`config.mk`:
```
export PLATFORM = sky130hd
export DESIGN_NAME = soc_io_top
export DESIGN_NICKNAME = d
export VERILOG_FILES = /design/src/common/soc_pkg.sv /design/src/hdl/mem_decode.sv /design/src/hdl/soc_io_top.sv /design/src/sysctl/pad_ctrl.sv /design/src/sysctl/sysctl_regs.sv /design/src/timer/counter_timer.sv
export SDC_FILE = /design/constraint.sdc
export NUM_CORES = 1
export LEC_CHECK = 0
export BUFFER_PORTS_ARGS = -buffer_cell sky130_fd_sc_hd__buf_2
export CORE_ASPECT_RATIO = 0.75
export CORE_MARGIN = 3
export CORE_UTILIZATION = 55
export CTS_CLUSTER_DIAMETER = 80
export DETAILED_ROUTE_END_ITERATION = 16
export HOLD_SLACK_MARGIN = 0.02
export PLACE_DENSITY = 0.85
export SYNTH_ARGS = -nofsm -noshare
export SYNTH_HDL_FRONTEND = slang
export SYNTH_SLANG_ARGS = --single-unit
export TNS_END_PERCENT = 5
```
`constraint.sdc`:
```
create_clock -name clk_i -period 6.2 [get_ports clk_i]
set_input_delay 0.62 -clock clk_i [delete_from_list [all_inputs] [get_ports clk_i]]
set_output_delay 0.62 -clock clk_i [all_outputs]
set_load 0.02 [all_outputs]
```
`src/common/soc_pkg.sv`:
```
// ------------------------------------------------
// soc_pkg
// shared widths, bus types, I/O register offsets
// and interrupt bit positions of the I/O fabric
// ------------------------------------------------
package soc_pkg;

  // bus and pad widths
  localparam int DATA_W = 32;
  localparam int STRB_W = 4;
  localparam int GPIO_W = 16;

  typedef logic [DATA_W-1:0] word_t;
  typedef logic [STRB_W-1:0] strb_t;
  typedef logic [GPIO_W-1:0] gpio_t;
  typedef logic [31:0]       irq_vec_t;

  // trap destination and gpio interrupt source codes, 0 means off
  typedef logic [1:0] sel2_t;

  // upper 24 address bits of the register page
  localparam logic [23:0] IO_PAGE = 24'h0300_00;

  // gpio pad registers
  localparam logic [7:0] REG_GPIO      = 8'h00;
  localparam logic [7:0] REG_GPIO_OEB  = 8'h04;
  localparam logic [7:0] REG_GPIO_PU   = 8'h08;
  localparam logic [7:0] REG_GPIO_PD   = 8'h0C;

  // read-only identity
  localparam logic [7:0] REG_MFGR      = 8'h24;
  localparam logic [7:0] REG_PROD      = 8'h28;
  localparam logic [7:0] REG_MASK      = 8'h2C;
  localparam logic [7:0] REG_CLKSEL    = 8'h30;

  // routing selects
  localparam logic [7:0] REG_TRAP_DEST = 8'h3C;
  localparam logic [7:0] REG_IRQ7_SRC  = 8'h40;
  localparam logic [7:0] REG_IRQ8_SRC  = 8'h44;

  // counter timer
  localparam logic [7:0] REG_TIM_CFG   = 8'h5C;
  localparam logic [7:0] REG_TIM_VAL   = 8'h60;
  localparam logic [7:0] REG_TIM_DAT   = 8'h64;

  // interrupt vector bit positions, the rest stay low
  localparam int IRQ_PIN   = 5;
  localparam int IRQ_SPI   = 6;
  localparam int IRQ_GPIO7 = 7;
  localparam int IRQ_GPIO8 = 8;
  localparam int IRQ_TIM0  = 11;

endpackage

```
`src/hdl/mem_decode.sv`:
```
// ------------------------------------------------
// mem_decode
// splits native core requests into SRAM, I/O page
// and unmapped space, registers ready and I/O data
// ------------------------------------------------
module mem_decode #(
  parameter int MEM_WORDS = 32768
) (
  input  logic                         clk_i,
  input  logic                         rst_n_i,
  input  logic                         mem_valid_i,
  input  soc_pkg::word_t               mem_addr_i,
  input  soc_pkg::word_t               mem_wdata_i,
  input  soc_pkg::strb_t               mem_wstrb_i,
  input  soc_pkg::word_t               ram_rdata_i,
  input  soc_pkg::word_t               sys_rdata_i,
  input  soc_pkg::word_t               tim_rdata_i,
  output logic                         mem_ready_o,
  output soc_pkg::word_t               mem_rdata_o,
  output soc_pkg::strb_t               ram_wstrb_o,
  output logic [$clog2(MEM_WORDS)-1:0] ram_addr_o,
  output soc_pkg::word_t               ram_wdata_o,
  output soc_pkg::strb_t               io_we_o,
  output logic                         io_re_o,
  output logic [7:0]                   io_off_o,
  output soc_pkg::word_t               io_wdata_o
);

  localparam int RAM_AW = $clog2(MEM_WORDS);
  localparam soc_pkg::word_t RAM_TOP = soc_pkg::word_t'(4 * MEM_WORDS);

  logic           pending;
  logic           is_ram;
  logic           is_io;
  logic           ready_q;
  logic           ram_sel_q;
  soc_pkg::word_t io_rdata_q;

  // request seen but not yet answered
  assign pending = mem_valid_i && !ready_q;

  assign is_ram = mem_addr_i < RAM_TOP;
  assign is_io  = mem_addr_i[31:8] == soc_pkg::IO_PAGE;

  // sram port, strobes live only in the grant cycle
  assign ram_wstrb_o = (pending && is_ram) ? mem_wstrb_i : '0;
  assign ram_addr_o  = mem_addr_i[RAM_AW+1:2];
  assign ram_wdata_o = mem_wdata_i;

  // register page grant
  assign io_we_o    = (pending && is_io) ? mem_wstrb_i : '0;
  assign io_re_o    = pending && is_io && (mem_wstrb_i == '0);
  assign io_off_o   = mem_addr_i[7:0];
  assign io_wdata_o = mem_wdata_i;

  // every target answers one cycle after valid
  always_ff @(posedge clk_i or negedge rst_n_i) begin
    if (!rst_n_i) begin
      ready_q   <= 1'b0;
      ram_sel_q <= 1'b0;
    end else begin
      ready_q <= pending;
      if (pending) begin
        ram_sel_q <= is_ram;
      end
    end
  end

  // unowned offsets come back as zero from both blocks,
  // and unmapped space reads zero as well
  always_ff @(posedge clk_i) begin
    if (pending && !is_ram) begin
      io_rdata_q <= is_io ? (sys_rdata_i | tim_rdata_i) : '0;
    end
  end

  assign mem_ready_o = ready_q;
  assign mem_rdata_o = ram_sel_q ? ram_rdata_i : io_rdata_q;

  // the core holds valid until ready, so ready never stands alone
  ready_needs_valid: assert property (
    @(posedge clk_i) disable iff (!rst_n_i)
    mem_ready_o |-> mem_valid_i
  );

endmodule

```
`src/hdl/soc_io_top.sv`:
```
// ------------------------------------------------
// soc_io_top
// memory-mapped I/O fabric around the core port,
// builds the 32-bit interrupt vector
// ------------------------------------------------
module soc_io_top #(
  parameter int MEM_WORDS = 32768
) (
  input  logic                         clk_i,
  input  logic                         rst_n_i,
  input  logic                         mem_valid_i,
  input  soc_pkg::word_t               mem_addr_i,
  input  soc_pkg::word_t               mem_wdata_i,
  input  soc_pkg::strb_t               mem_wstrb_i,
  input  soc_pkg::word_t               ram_rdata_i,
  input  logic                         trap_i,
  input  logic                         irq_pin_i,
  input  logic                         irq_spi_i,
  input  soc_pkg::gpio_t               gpio_in_i,
  input  logic [11:0]                  mfgr_id_i,
  input  logic [7:0]                   prod_id_i,
  input  logic [3:0]                   mask_rev_i,
  input  logic                         clk_ext_sel_i,
  output logic                         mem_ready_o,
  output soc_pkg::word_t               mem_rdata_o,
  output soc_pkg::strb_t               ram_wstrb_o,
  output logic [$clog2(MEM_WORDS)-1:0] ram_addr_o,
  output soc_pkg::word_t               ram_wdata_o,
  output soc_pkg::irq_vec_t            irq_o,
  output soc_pkg::gpio_t               gpio_out_o,
  output soc_pkg::gpio_t               gpio_outenb_o,
  output soc_pkg::gpio_t               gpio_pullupb_o,
  output soc_pkg::gpio_t               gpio_pulldownb_o
);

  // register page bus
  soc_pkg::strb_t io_we;
  logic           io_re;
  logic [7:0]     io_off;
  soc_pkg::word_t io_wdata;
  soc_pkg::word_t sys_rdata;
  soc_pkg::word_t tim_rdata;

  // register values towards the pads
  soc_pkg::gpio_t gpio_reg;
  soc_pkg::gpio_t gpio_oeb;
  soc_pkg::gpio_t gpio_pu;
  soc_pkg::gpio_t gpio_pd;
  soc_pkg::sel2_t trap_dest;
  soc_pkg::sel2_t irq7_src;
  soc_pkg::sel2_t irq8_src;

  logic irq7;
  logic irq8;
  logic tim_irq;

  mem_decode #(
    .MEM_WORDS(MEM_WORDS)
  ) u_mem_decode (
    .clk_i      (clk_i),
    .rst_n_i    (rst_n_i),
    .mem_valid_i(mem_valid_i),
    .mem_addr_i (mem_addr_i),
    .mem_wdata_i(mem_wdata_i),
    .mem_wstrb_i(mem_wstrb_i),
    .ram_rdata_i(ram_rdata_i),
    .sys_rdata_i(sys_rdata),
    .tim_rdata_i(tim_rdata),
    .mem_ready_o(mem_ready_o),
    .mem_rdata_o(mem_rdata_o),
    .ram_wstrb_o(ram_wstrb_o),
    .ram_addr_o (ram_addr_o),
    .ram_wdata_o(ram_wdata_o),
    .io_we_o    (io_we),
    .io_re_o    (io_re),
    .io_off_o   (io_off),
    .io_wdata_o (io_wdata)
  );

  sysctl_regs u_sysctl_regs (
    .clk_i        (clk_i),
    .rst_n_i      (rst_n_i),
    .io_we_i      (io_we),
    .io_off_i     (io_off),
    .io_wdata_i   (io_wdata),
    .gpio_in_i    (gpio_in_i),
    .gpio_out_i   (gpio_out_o),
    .mfgr_id_i    (mfgr_id_i),
    .prod_id_i    (prod_id_i),
    .mask_rev_i   (mask_rev_i),
    .clk_ext_sel_i(clk_ext_sel_i),
    .rdata_o      (sys_rdata),
    .gpio_o       (gpio_reg),
    .gpio_oeb_o   (gpio_oeb),
    .gpio_pu_o    (gpio_pu),
    .gpio_pd_o    (gpio_pd),
    .trap_dest_o  (trap_dest),
    .irq7_src_o   (irq7_src),
    .irq8_src_o   (irq8_src)
  );

  pad_ctrl u_pad_ctrl (
    .rst_n_i         (rst_n_i),
    .gpio_i          (gpio_reg),
    .gpio_oeb_i      (gpio_oeb),
    .gpio_pu_i       (gpio_pu),
    .gpio_pd_i       (gpio_pd),
    .trap_dest_i     (trap_dest),
    .irq7_src_i      (irq7_src),
    .irq8_src_i      (irq8_src),
    .trap_i          (trap_i),
    .gpio_in_i       (gpio_in_i),
    .gpio_out_o      (gpio_out_o),
    .gpio_outenb_o   (gpio_outenb_o),
    .gpio_pullupb_o  (gpio_pullupb_o),
    .gpio_pulldownb_o(gpio_pulldownb_o),
    .irq7_o          (irq7),
    .irq8_o          (irq8)
  );

  counter_timer u_counter_timer (
    .clk_i     (clk_i),
    .rst_n_i   (rst_n_i),
    .io_we_i   (io_we),
    .io_re_i   (io_re),
    .io_off_i  (io_off),
    .io_wdata_i(io_wdata),
    .rdata_o   (tim_rdata),
    .irq_o     (tim_irq)
  );

  // unused vector bits stay low
  always_comb begin
    irq_o                     = '0;
    irq_o[soc_pkg::IRQ_PIN]   = irq_pin_i;
    irq_o[soc_pkg::IRQ_SPI]   = irq_spi_i;
    irq_o[soc_pkg::IRQ_GPIO7] = irq7;
    irq_o[soc_pkg::IRQ_GPIO8] = irq8;
    irq_o[soc_pkg::IRQ_TIM0]  = tim_irq;
  end

endmodule

```
`src/sysctl/pad_ctrl.sv`:
```
// ------------------------------------------------
// pad_ctrl
// trap override on pads 11 to 13, output enable
// hold in reset and gpio interrupt source muxes
// ------------------------------------------------
module pad_ctrl (
  input  logic           rst_n_i,
  input  soc_pkg::gpio_t gpio_i,
  input  soc_pkg::gpio_t gpio_oeb_i,
  input  soc_pkg::gpio_t gpio_pu_i,
  input  soc_pkg::gpio_t gpio_pd_i,
  input  soc_pkg::sel2_t trap_dest_i,
  input  soc_pkg::sel2_t irq7_src_i,
  input  soc_pkg::sel2_t irq8_src_i,
  input  logic           trap_i,
  input  soc_pkg::gpio_t gpio_in_i,
  output soc_pkg::gpio_t gpio_out_o,
  output soc_pkg::gpio_t gpio_outenb_o,
  output soc_pkg::gpio_t gpio_pullupb_o,
  output soc_pkg::gpio_t gpio_pulldownb_o,
  output logic           irq7_o,
  output logic           irq8_o
);

  // pick one of three inputs, code 0 keeps the line low
  function automatic logic src_pick(soc_pkg::sel2_t src, logic [2:0] bits);
    return (src == 2'd0) ? 1'b0 : bits[src-2'd1];
  endfunction

  logic           route_on;
  soc_pkg::gpio_t trap_pads;

  assign route_on  = trap_dest_i != 2'd0;
  // pads 11, 12 and 13 are the trap group
  assign trap_pads = route_on ? soc_pkg::gpio_t'(16'h3800) : '0;

  always_comb begin
    gpio_out_o = gpio_i;
    if (route_on) begin
      gpio_out_o[10 + int'(trap_dest_i)] = trap_i;
    end
  end

  // pads stay undriven while reset is asserted
  assign gpio_outenb_o    = {16{~rst_n_i}} | (gpio_oeb_i & ~trap_pads);
  assign gpio_pullupb_o   = gpio_pu_i | trap_pads;
  assign gpio_pulldownb_o = gpio_pd_i | trap_pads;

  assign irq7_o = src_pick(irq7_src_i, gpio_in_i[2:0]);
  assign irq8_o = src_pick(irq8_src_i, gpio_in_i[5:3]);

endmodule

```
`src/sysctl/sysctl_regs.sv`:
```
// ------------------------------------------------
// sysctl_regs
// gpio pad registers, trap and irq routing selects
// and the read-only identity page
// ------------------------------------------------
module sysctl_regs (
  input  logic           clk_i,
  input  logic           rst_n_i,
  input  soc_pkg::strb_t io_we_i,
  input  logic [7:0]     io_off_i,
  input  soc_pkg::word_t io_wdata_i,
  input  soc_pkg::gpio_t gpio_in_i,
  input  soc_pkg::gpio_t gpio_out_i,
  input  logic [11:0]    mfgr_id_i,
  input  logic [7:0]     prod_id_i,
  input  logic [3:0]     mask_rev_i,
  input  logic           clk_ext_sel_i,
  output soc_pkg::word_t rdata_o,
  output soc_pkg::gpio_t gpio_o,
  output soc_pkg::gpio_t gpio_oeb_o,
  output soc_pkg::gpio_t gpio_pu_o,
  output soc_pkg::gpio_t gpio_pd_o,
  output soc_pkg::sel2_t trap_dest_o,
  output soc_pkg::sel2_t irq7_src_o,
  output soc_pkg::sel2_t irq8_src_o
);

  // byte lanes 0 and 1 of a pad register
  function automatic soc_pkg::gpio_t lane_wr(
    soc_pkg::gpio_t cur,
    soc_pkg::strb_t we,
    soc_pkg::word_t din
  );
    soc_pkg::gpio_t res;
    res = cur;
    if (we[0]) begin
      res[7:0] = din[7:0];
    end
    if (we[1]) begin
      res[15:8] = din[15:8];
    end
    return res;
  endfunction

  always_ff @(posedge clk_i or negedge rst_n_i) begin
    if (!rst_n_i) begin
      gpio_o      <= '0;
      gpio_oeb_o  <= '1;
      gpio_pu_o   <= '0;
      gpio_pd_o   <= '0;
      trap_dest_o <= '0;
      irq7_src_o  <= '0;
      irq8_src_o  <= '0;
    end else if (io_we_i != '0) begin
      case (io_off_i)
        soc_pkg::REG_GPIO:     gpio_o     <= lane_wr(gpio_o, io_we_i, io_wdata_i);
        soc_pkg::REG_GPIO_OEB: gpio_oeb_o <= lane_wr(gpio_oeb_o, io_we_i, io_wdata_i);
        soc_pkg::REG_GPIO_PU:  gpio_pu_o  <= lane_wr(gpio_pu_o, io_we_i, io_wdata_i);
        soc_pkg::REG_GPIO_PD:  gpio_pd_o  <= lane_wr(gpio_pd_o, io_we_i, io_wdata_i);
        // selects sit in byte 0
        soc_pkg::REG_TRAP_DEST: begin
          if (io_we_i[0]) begin
            trap_dest_o <= io_wdata_i[1:0];
          end
        end
        soc_pkg::REG_IRQ7_SRC: begin
          if (io_we_i[0]) begin
            irq7_src_o <= io_wdata_i[1:0];
          end
        end
        soc_pkg::REG_IRQ8_SRC: begin
          if (io_we_i[0]) begin
            irq8_src_o <= io_wdata_i[1:0];
          end
        end
        default: ;
      endcase
    end
  end

  // read mux, offsets owned elsewhere return zero
  always_comb begin
    rdata_o = '0;
    case (io_off_i)
      soc_pkg::REG_GPIO:      rdata_o = {gpio_out_i, gpio_in_i};
      soc_pkg::REG_GPIO_OEB:  rdata_o = {16'd0, gpio_oeb_o};
      soc_pkg::REG_GPIO_PU:   rdata_o = {16'd0, gpio_pu_o};
      soc_pkg::REG_GPIO_PD:   rdata_o = {16'd0, gpio_pd_o};
      soc_pkg::REG_MFGR:      rdata_o = {20'd0, mfgr_id_i};
      soc_pkg::REG_PROD:      rdata_o = {24'd0, prod_id_i};
      soc_pkg::REG_MASK:      rdata_o = {28'd0, mask_rev_i};
      soc_pkg::REG_CLKSEL:    rdata_o = {31'd0, clk_ext_sel_i};
      soc_pkg::REG_TRAP_DEST: rdata_o = {30'd0, trap_dest_o};
      soc_pkg::REG_IRQ7_SRC:  rdata_o = {30'd0, irq7_src_o};
      soc_pkg::REG_IRQ8_SRC:  rdata_o = {30'd0, irq8_src_o};
      default:                rdata_o = '0;
    endcase
  end

endmodule

```
`src/timer/counter_timer.sv`:
```
// ------------------------------------------------
// counter_timer
// down-counter with reload, one-shot or continuous
// mode and a single-cycle interrupt pulse
// ------------------------------------------------
module counter_timer (
  input  logic           clk_i,
  input  logic           rst_n_i,
  input  soc_pkg::strb_t io_we_i,
  input  logic           io_re_i,
  input  logic [7:0]     io_off_i,
  input  soc_pkg::word_t io_wdata_i,
  output soc_pkg::word_t rdata_o,
  output logic           irq_o
);

  function automatic soc_pkg::word_t byte_wr(
    soc_pkg::word_t cur,
    soc_pkg::strb_t we,
    soc_pkg::word_t din
  );
    soc_pkg::word_t res;
    res = cur;
    for (int b = 0; b < soc_pkg::STRB_W; b++) begin
      if (we[b]) begin
        res[8*b +: 8] = din[8*b +: 8];
      end
    end
    return res;
  endfunction

  // cfg bits {irq enable, continuous, enable}
  logic [2:0]     cfg_q;
  soc_pkg::word_t val_q;
  soc_pkg::word_t dat_q;
  logic           irq_q;
  logic           cfg_sel;
  logic           val_sel;
  logic           dat_sel;
  logic           bus_wr;

  assign cfg_sel = io_off_i == soc_pkg::REG_TIM_CFG;
  assign val_sel = io_off_i == soc_pkg::REG_TIM_VAL;
  assign dat_sel = io_off_i == soc_pkg::REG_TIM_DAT;
  // any write here holds the count for that cycle
  assign bus_wr  = (io_we_i != '0) && (cfg_sel || val_sel || dat_sel);

  always_ff @(posedge clk_i or negedge rst_n_i) begin
    if (!rst_n_i) begin
      cfg_q <= '0;
      val_q <= '0;
      dat_q <= '0;
      irq_q <= 1'b0;
    end else begin
      irq_q <= 1'b0;
      if (cfg_sel && io_we_i[0]) begin
        cfg_q <= io_wdata_i[2:0];
      end
      if (val_sel) begin
        val_q <= byte_wr(val_q, io_we_i, io_wdata_i);
      end
      if (dat_sel) begin
        dat_q <= byte_wr(dat_q, io_we_i, io_wdata_i);
      end
      if (!bus_wr && cfg_q[0]) begin
        if (dat_q != '0) begin
          dat_q <= dat_q - 1'b1;
        end else begin
          irq_q <= cfg_q[2];
          if (cfg_q[1]) begin
            dat_q <= val_q;
          end else begin
            cfg_q[0] <= 1'b0;
          end
        end
      end
    end
  end

  assign irq_o = irq_q;

  // drive read data only during a read grant
  always_comb begin
    rdata_o = '0;
    if (io_re_i) begin
      case (io_off_i)
        soc_pkg::REG_TIM_CFG: rdata_o = {29'd0, cfg_q};
        soc_pkg::REG_TIM_VAL: rdata_o = val_q;
        soc_pkg::REG_TIM_DAT: rdata_o = dat_q;
        default:              rdata_o = '0;
      endcase
    end
  end

  // the pulse comes a cycle after the zero check, ie must still hold
  irq_needs_ie: assert property (
    @(posedge clk_i) disable iff (!rst_n_i)
    irq_o |-> cfg_q[2]
  );

endmodule

```
==> flow_summary.toml <==
[sta]
slew_viol_final = 0
fin_tns_setup_ns = 0
period_minus_slack_ns = 3.59
final-hold-violation-count = 0
final.period_utilization = 0.579
relSlewSlack = 0.183
fmax_mhz = 279
rsz0062_at_grt = "no"
setup_viol = 0
max_slew.worst_pin.slew_ns = 1.21
finClkSkew_ns = 0.00999
fin_hold_ws_ns = 0.146

[setup_path]
cp-start-kind = "flip-flop"
startpoint = "u_counter_timer.dat_q[7]$_DFF_PN0_"
r2r-start = "u_counter_timer.dat_q[7]$_DFF_PN0_"
end_kind = "flip-flop"
cp_max_fo = 30
critPathMaxStageDelay_ns = 0.77
critPathSlowestCell = "or4b_1"
worstPathArrival_ns = 3.85
path_cells = "or4_4 -> or4b_1 -> nor4_4 -> nand2_2 -> o22ai_1 -> a22oi_1"
critPathKind = "reg2reg"
crit_required_ns = 6.46

[worst_hold_path]
hold_class = "in2async"

[global_route]
grt_pass1_vias = 9209
grt_pass1_wl_um = 53100
grt_util_all_layers = 0.323
grt_max_degree = 66
antenna_found_initial = 2
gr-total-overflow = 0

[routing]
drt_iter0_markers = 1435
routedWlPerCell_um = 23.9
vias = 9484
via_per_inst = 6.45
firstDrtPassIters = 7
antenna_left = 0
wl_um = 35100
drc_errors = 0

[synthesis]
synthMostInstantiatedCell = "mux2_2"
synth_cell_type_count = 67
yosys-top-cells-area = "dfrtp_1, mux2_2, edfxtp_1"
yosys_warnings = 0
avgSynthCellArea_um2 = 10.3
synth_top_area_share = 0.291
synth_cells = 1031
ys.flop_type = "dfrtp_1"
synth_area_mm2 = 0.0107
synth-edff-count = 32
ys_seq_elements = 172
synthTopCellsByCount = "mux2_2, dfrtp_1, buf_4"
synthArstFlopShare = 0.814
yosysSeqAreaShare = 0.421
synth_area_leader_cell = "dfrtp_1"

[placed_design]
placed_cell_area_mm2 = 0.0115
hpwlAfterDp_um = 25500
gp_congestion = 0.962
port_buffers = 295

[clock_network]
htreeDepth = 4
clockRootBuffer = "clkbuf_16"
cts_inserted_buffers = 17
clock_sinks = 172
cts_resized = 0
ctsHoldBuffers = 0
cts_tree = "built"
postCtsSetupBuffers = 0
worstSkewPairLatency_ns = 0.44
clkTransAtPathRegs_ns = 0.07
clockBufferDepth = 2

[layout]
drive_above_1_share = 0.424
design_area_mm2 = 0.0121
nFillCells = 1507
area.growth.synth_to_final_pct = 13.8
final_util = 0.648
layout.nets = 1359

[die]
rows = 43
coreArea_mm2 = 0.0187
die_y_um = 127
ios = 327
start_util = 0.569
die_area_mm2 = 0.0211
dieWidth_um = 167

[run_status]
status = "complete, no violations"

[job]
maxCapViolCount = 0

[power]
p_per_area_mw_per_mm2 = 206
finalPower_mw = 2.50
ir_drop_uv = 140
p_leak_nw = 5.76
## where the power goes
part	switching (mW)	internal, mW	leakage, nW
clock	0.466	0.643	0.287
sequential	0.00347	1.16	2.21
combinational	0.160	0.0699	3.26
## area by class of cell
type                            count  area [µm²]  share of cell area
Multi-Input combinational cell    701        5140               0.423
Timing Repair Buffer              306        1570               0.129
Tap cell                          247         309              0.0255
Clock buffer                       24         493              0.0406
Clock inverter                      8         106             0.00876
Antenna cell                        2        5.00            0.000412
Sequential cell                   172        4480               0.369
Inverter                           10        37.5             0.00309
## per-stage QoR
step                cells  setup slack, ns
floorplan            1057             3.43
global placement     1436             2.48
detailed placement   1436             2.35
CTS                  1468             2.69
global route         1470             2.49
finish               1470             2.61
## registers in the layout (all words and copies together) (netlist names), 2 cells and up
signal / cells
u_counter_timer.dat_q: 32
u_counter_timer.val_q: 32
u_mem_decode.io_rdata_q: 32
u_sysctl_regs.gpio_o: 16
u_sysctl_regs.gpio_oeb_o: 16
u_sysctl_regs.gpio_pd_o: 16
u_sysctl_regs.gpio_pu_o: 16
u_counter_timer.cfg_q: 3
u_sysctl_regs.irq7_src_o: 2
u_sysctl_regs.irq8_src_o: 2
u_sysctl_regs.trap_dest_o: 2
## worst max-delay path: cells and delay by family, from the launching register on
kind / cells / cell delay [ns]
AND/OR/NAND/NOR: 4 / 2.48
flip-flops: 1 / 0.44
AO/OA/AOI/OAI: 2 / 0.49
## cells by family after synthesis
group / count (synthesis) / share of synthesized area
compound gates: 188 / 0.125
buf+inv: 184 / 0.110
mux: 168 / 0.174
flops: 172 / 0.421
fa+ha+maj: 4 / 0.00470
simple gates: 290 / 0.145
xor+xnor: 24 / 0.0197
other cells: 1 / 0.000352
## layout by cell type, fill, tap and decap left out, drive strengths merged, types with 3 or more instances in the layout
cell,Yosys,layout
a32oi,17,17
nor2,44,44
a22oi,62,62
o31a,3,3
o31ai,3,3
conb,1,27
mux2i,26,26
or3,14,14
clkbuf,38,24
or2,12,12
o22ai,27,27
edfxtp,32,32
nor4b,4,4
and2,19,19
xor2,18,18
buf,136,306
ha,4,4
and4,3,3
nand3,18,18
nor4,20,20
mux2,142,142
dfstp,16,16
o21ai,31,31
inv,10,13
or4,9,9
nand4,10,10
dfrtp,124,124
nand2b,16,16
and3,10,10
a21oi,10,10
nand2,81,81
xnor2,6,6
nor3,21,21
a221oi,6,6
a31oi,11,11
a222oi,6,6
## worst paths after layout
check,endpoint,slack (ns),depth (start not counted)
worst max-delay path,u_counter_timer.dat_q[14]$_DFF_PN0_,2.61,6
worst min-delay path,u_sysctl_regs.gpio_pu_o[15]$_DFFE_PN0P_,0.15,1
worst max register to register,u_counter_timer.dat_q[14]$_DFF_PN0_,2.61,6
worst min register to register,u_sysctl_regs.gpio_o[12]$_DFFE_PN0P_,0.51,1
max in group asynchronous,u_sysctl_regs.gpio_o[10]$_DFFE_PN0P_,4.34,3
min in group clk_i,u_counter_timer.val_q[22]$_DFFE_PN0P_,0.44,2
## per-layer routing
metal | vias up | part of all wire | global-route usage
met1 | 4656 | 0.39 | 0.442
met5 | - | 0 | 0
met2 | 692 | 0.46 | 0.496
met4 | 0 | 0.033 | 0.113
met3 | 91 | 0.12 | 0.0925
li1 | 4045 | - | -
Note: power is estimated with default switching activity, not from simulation.
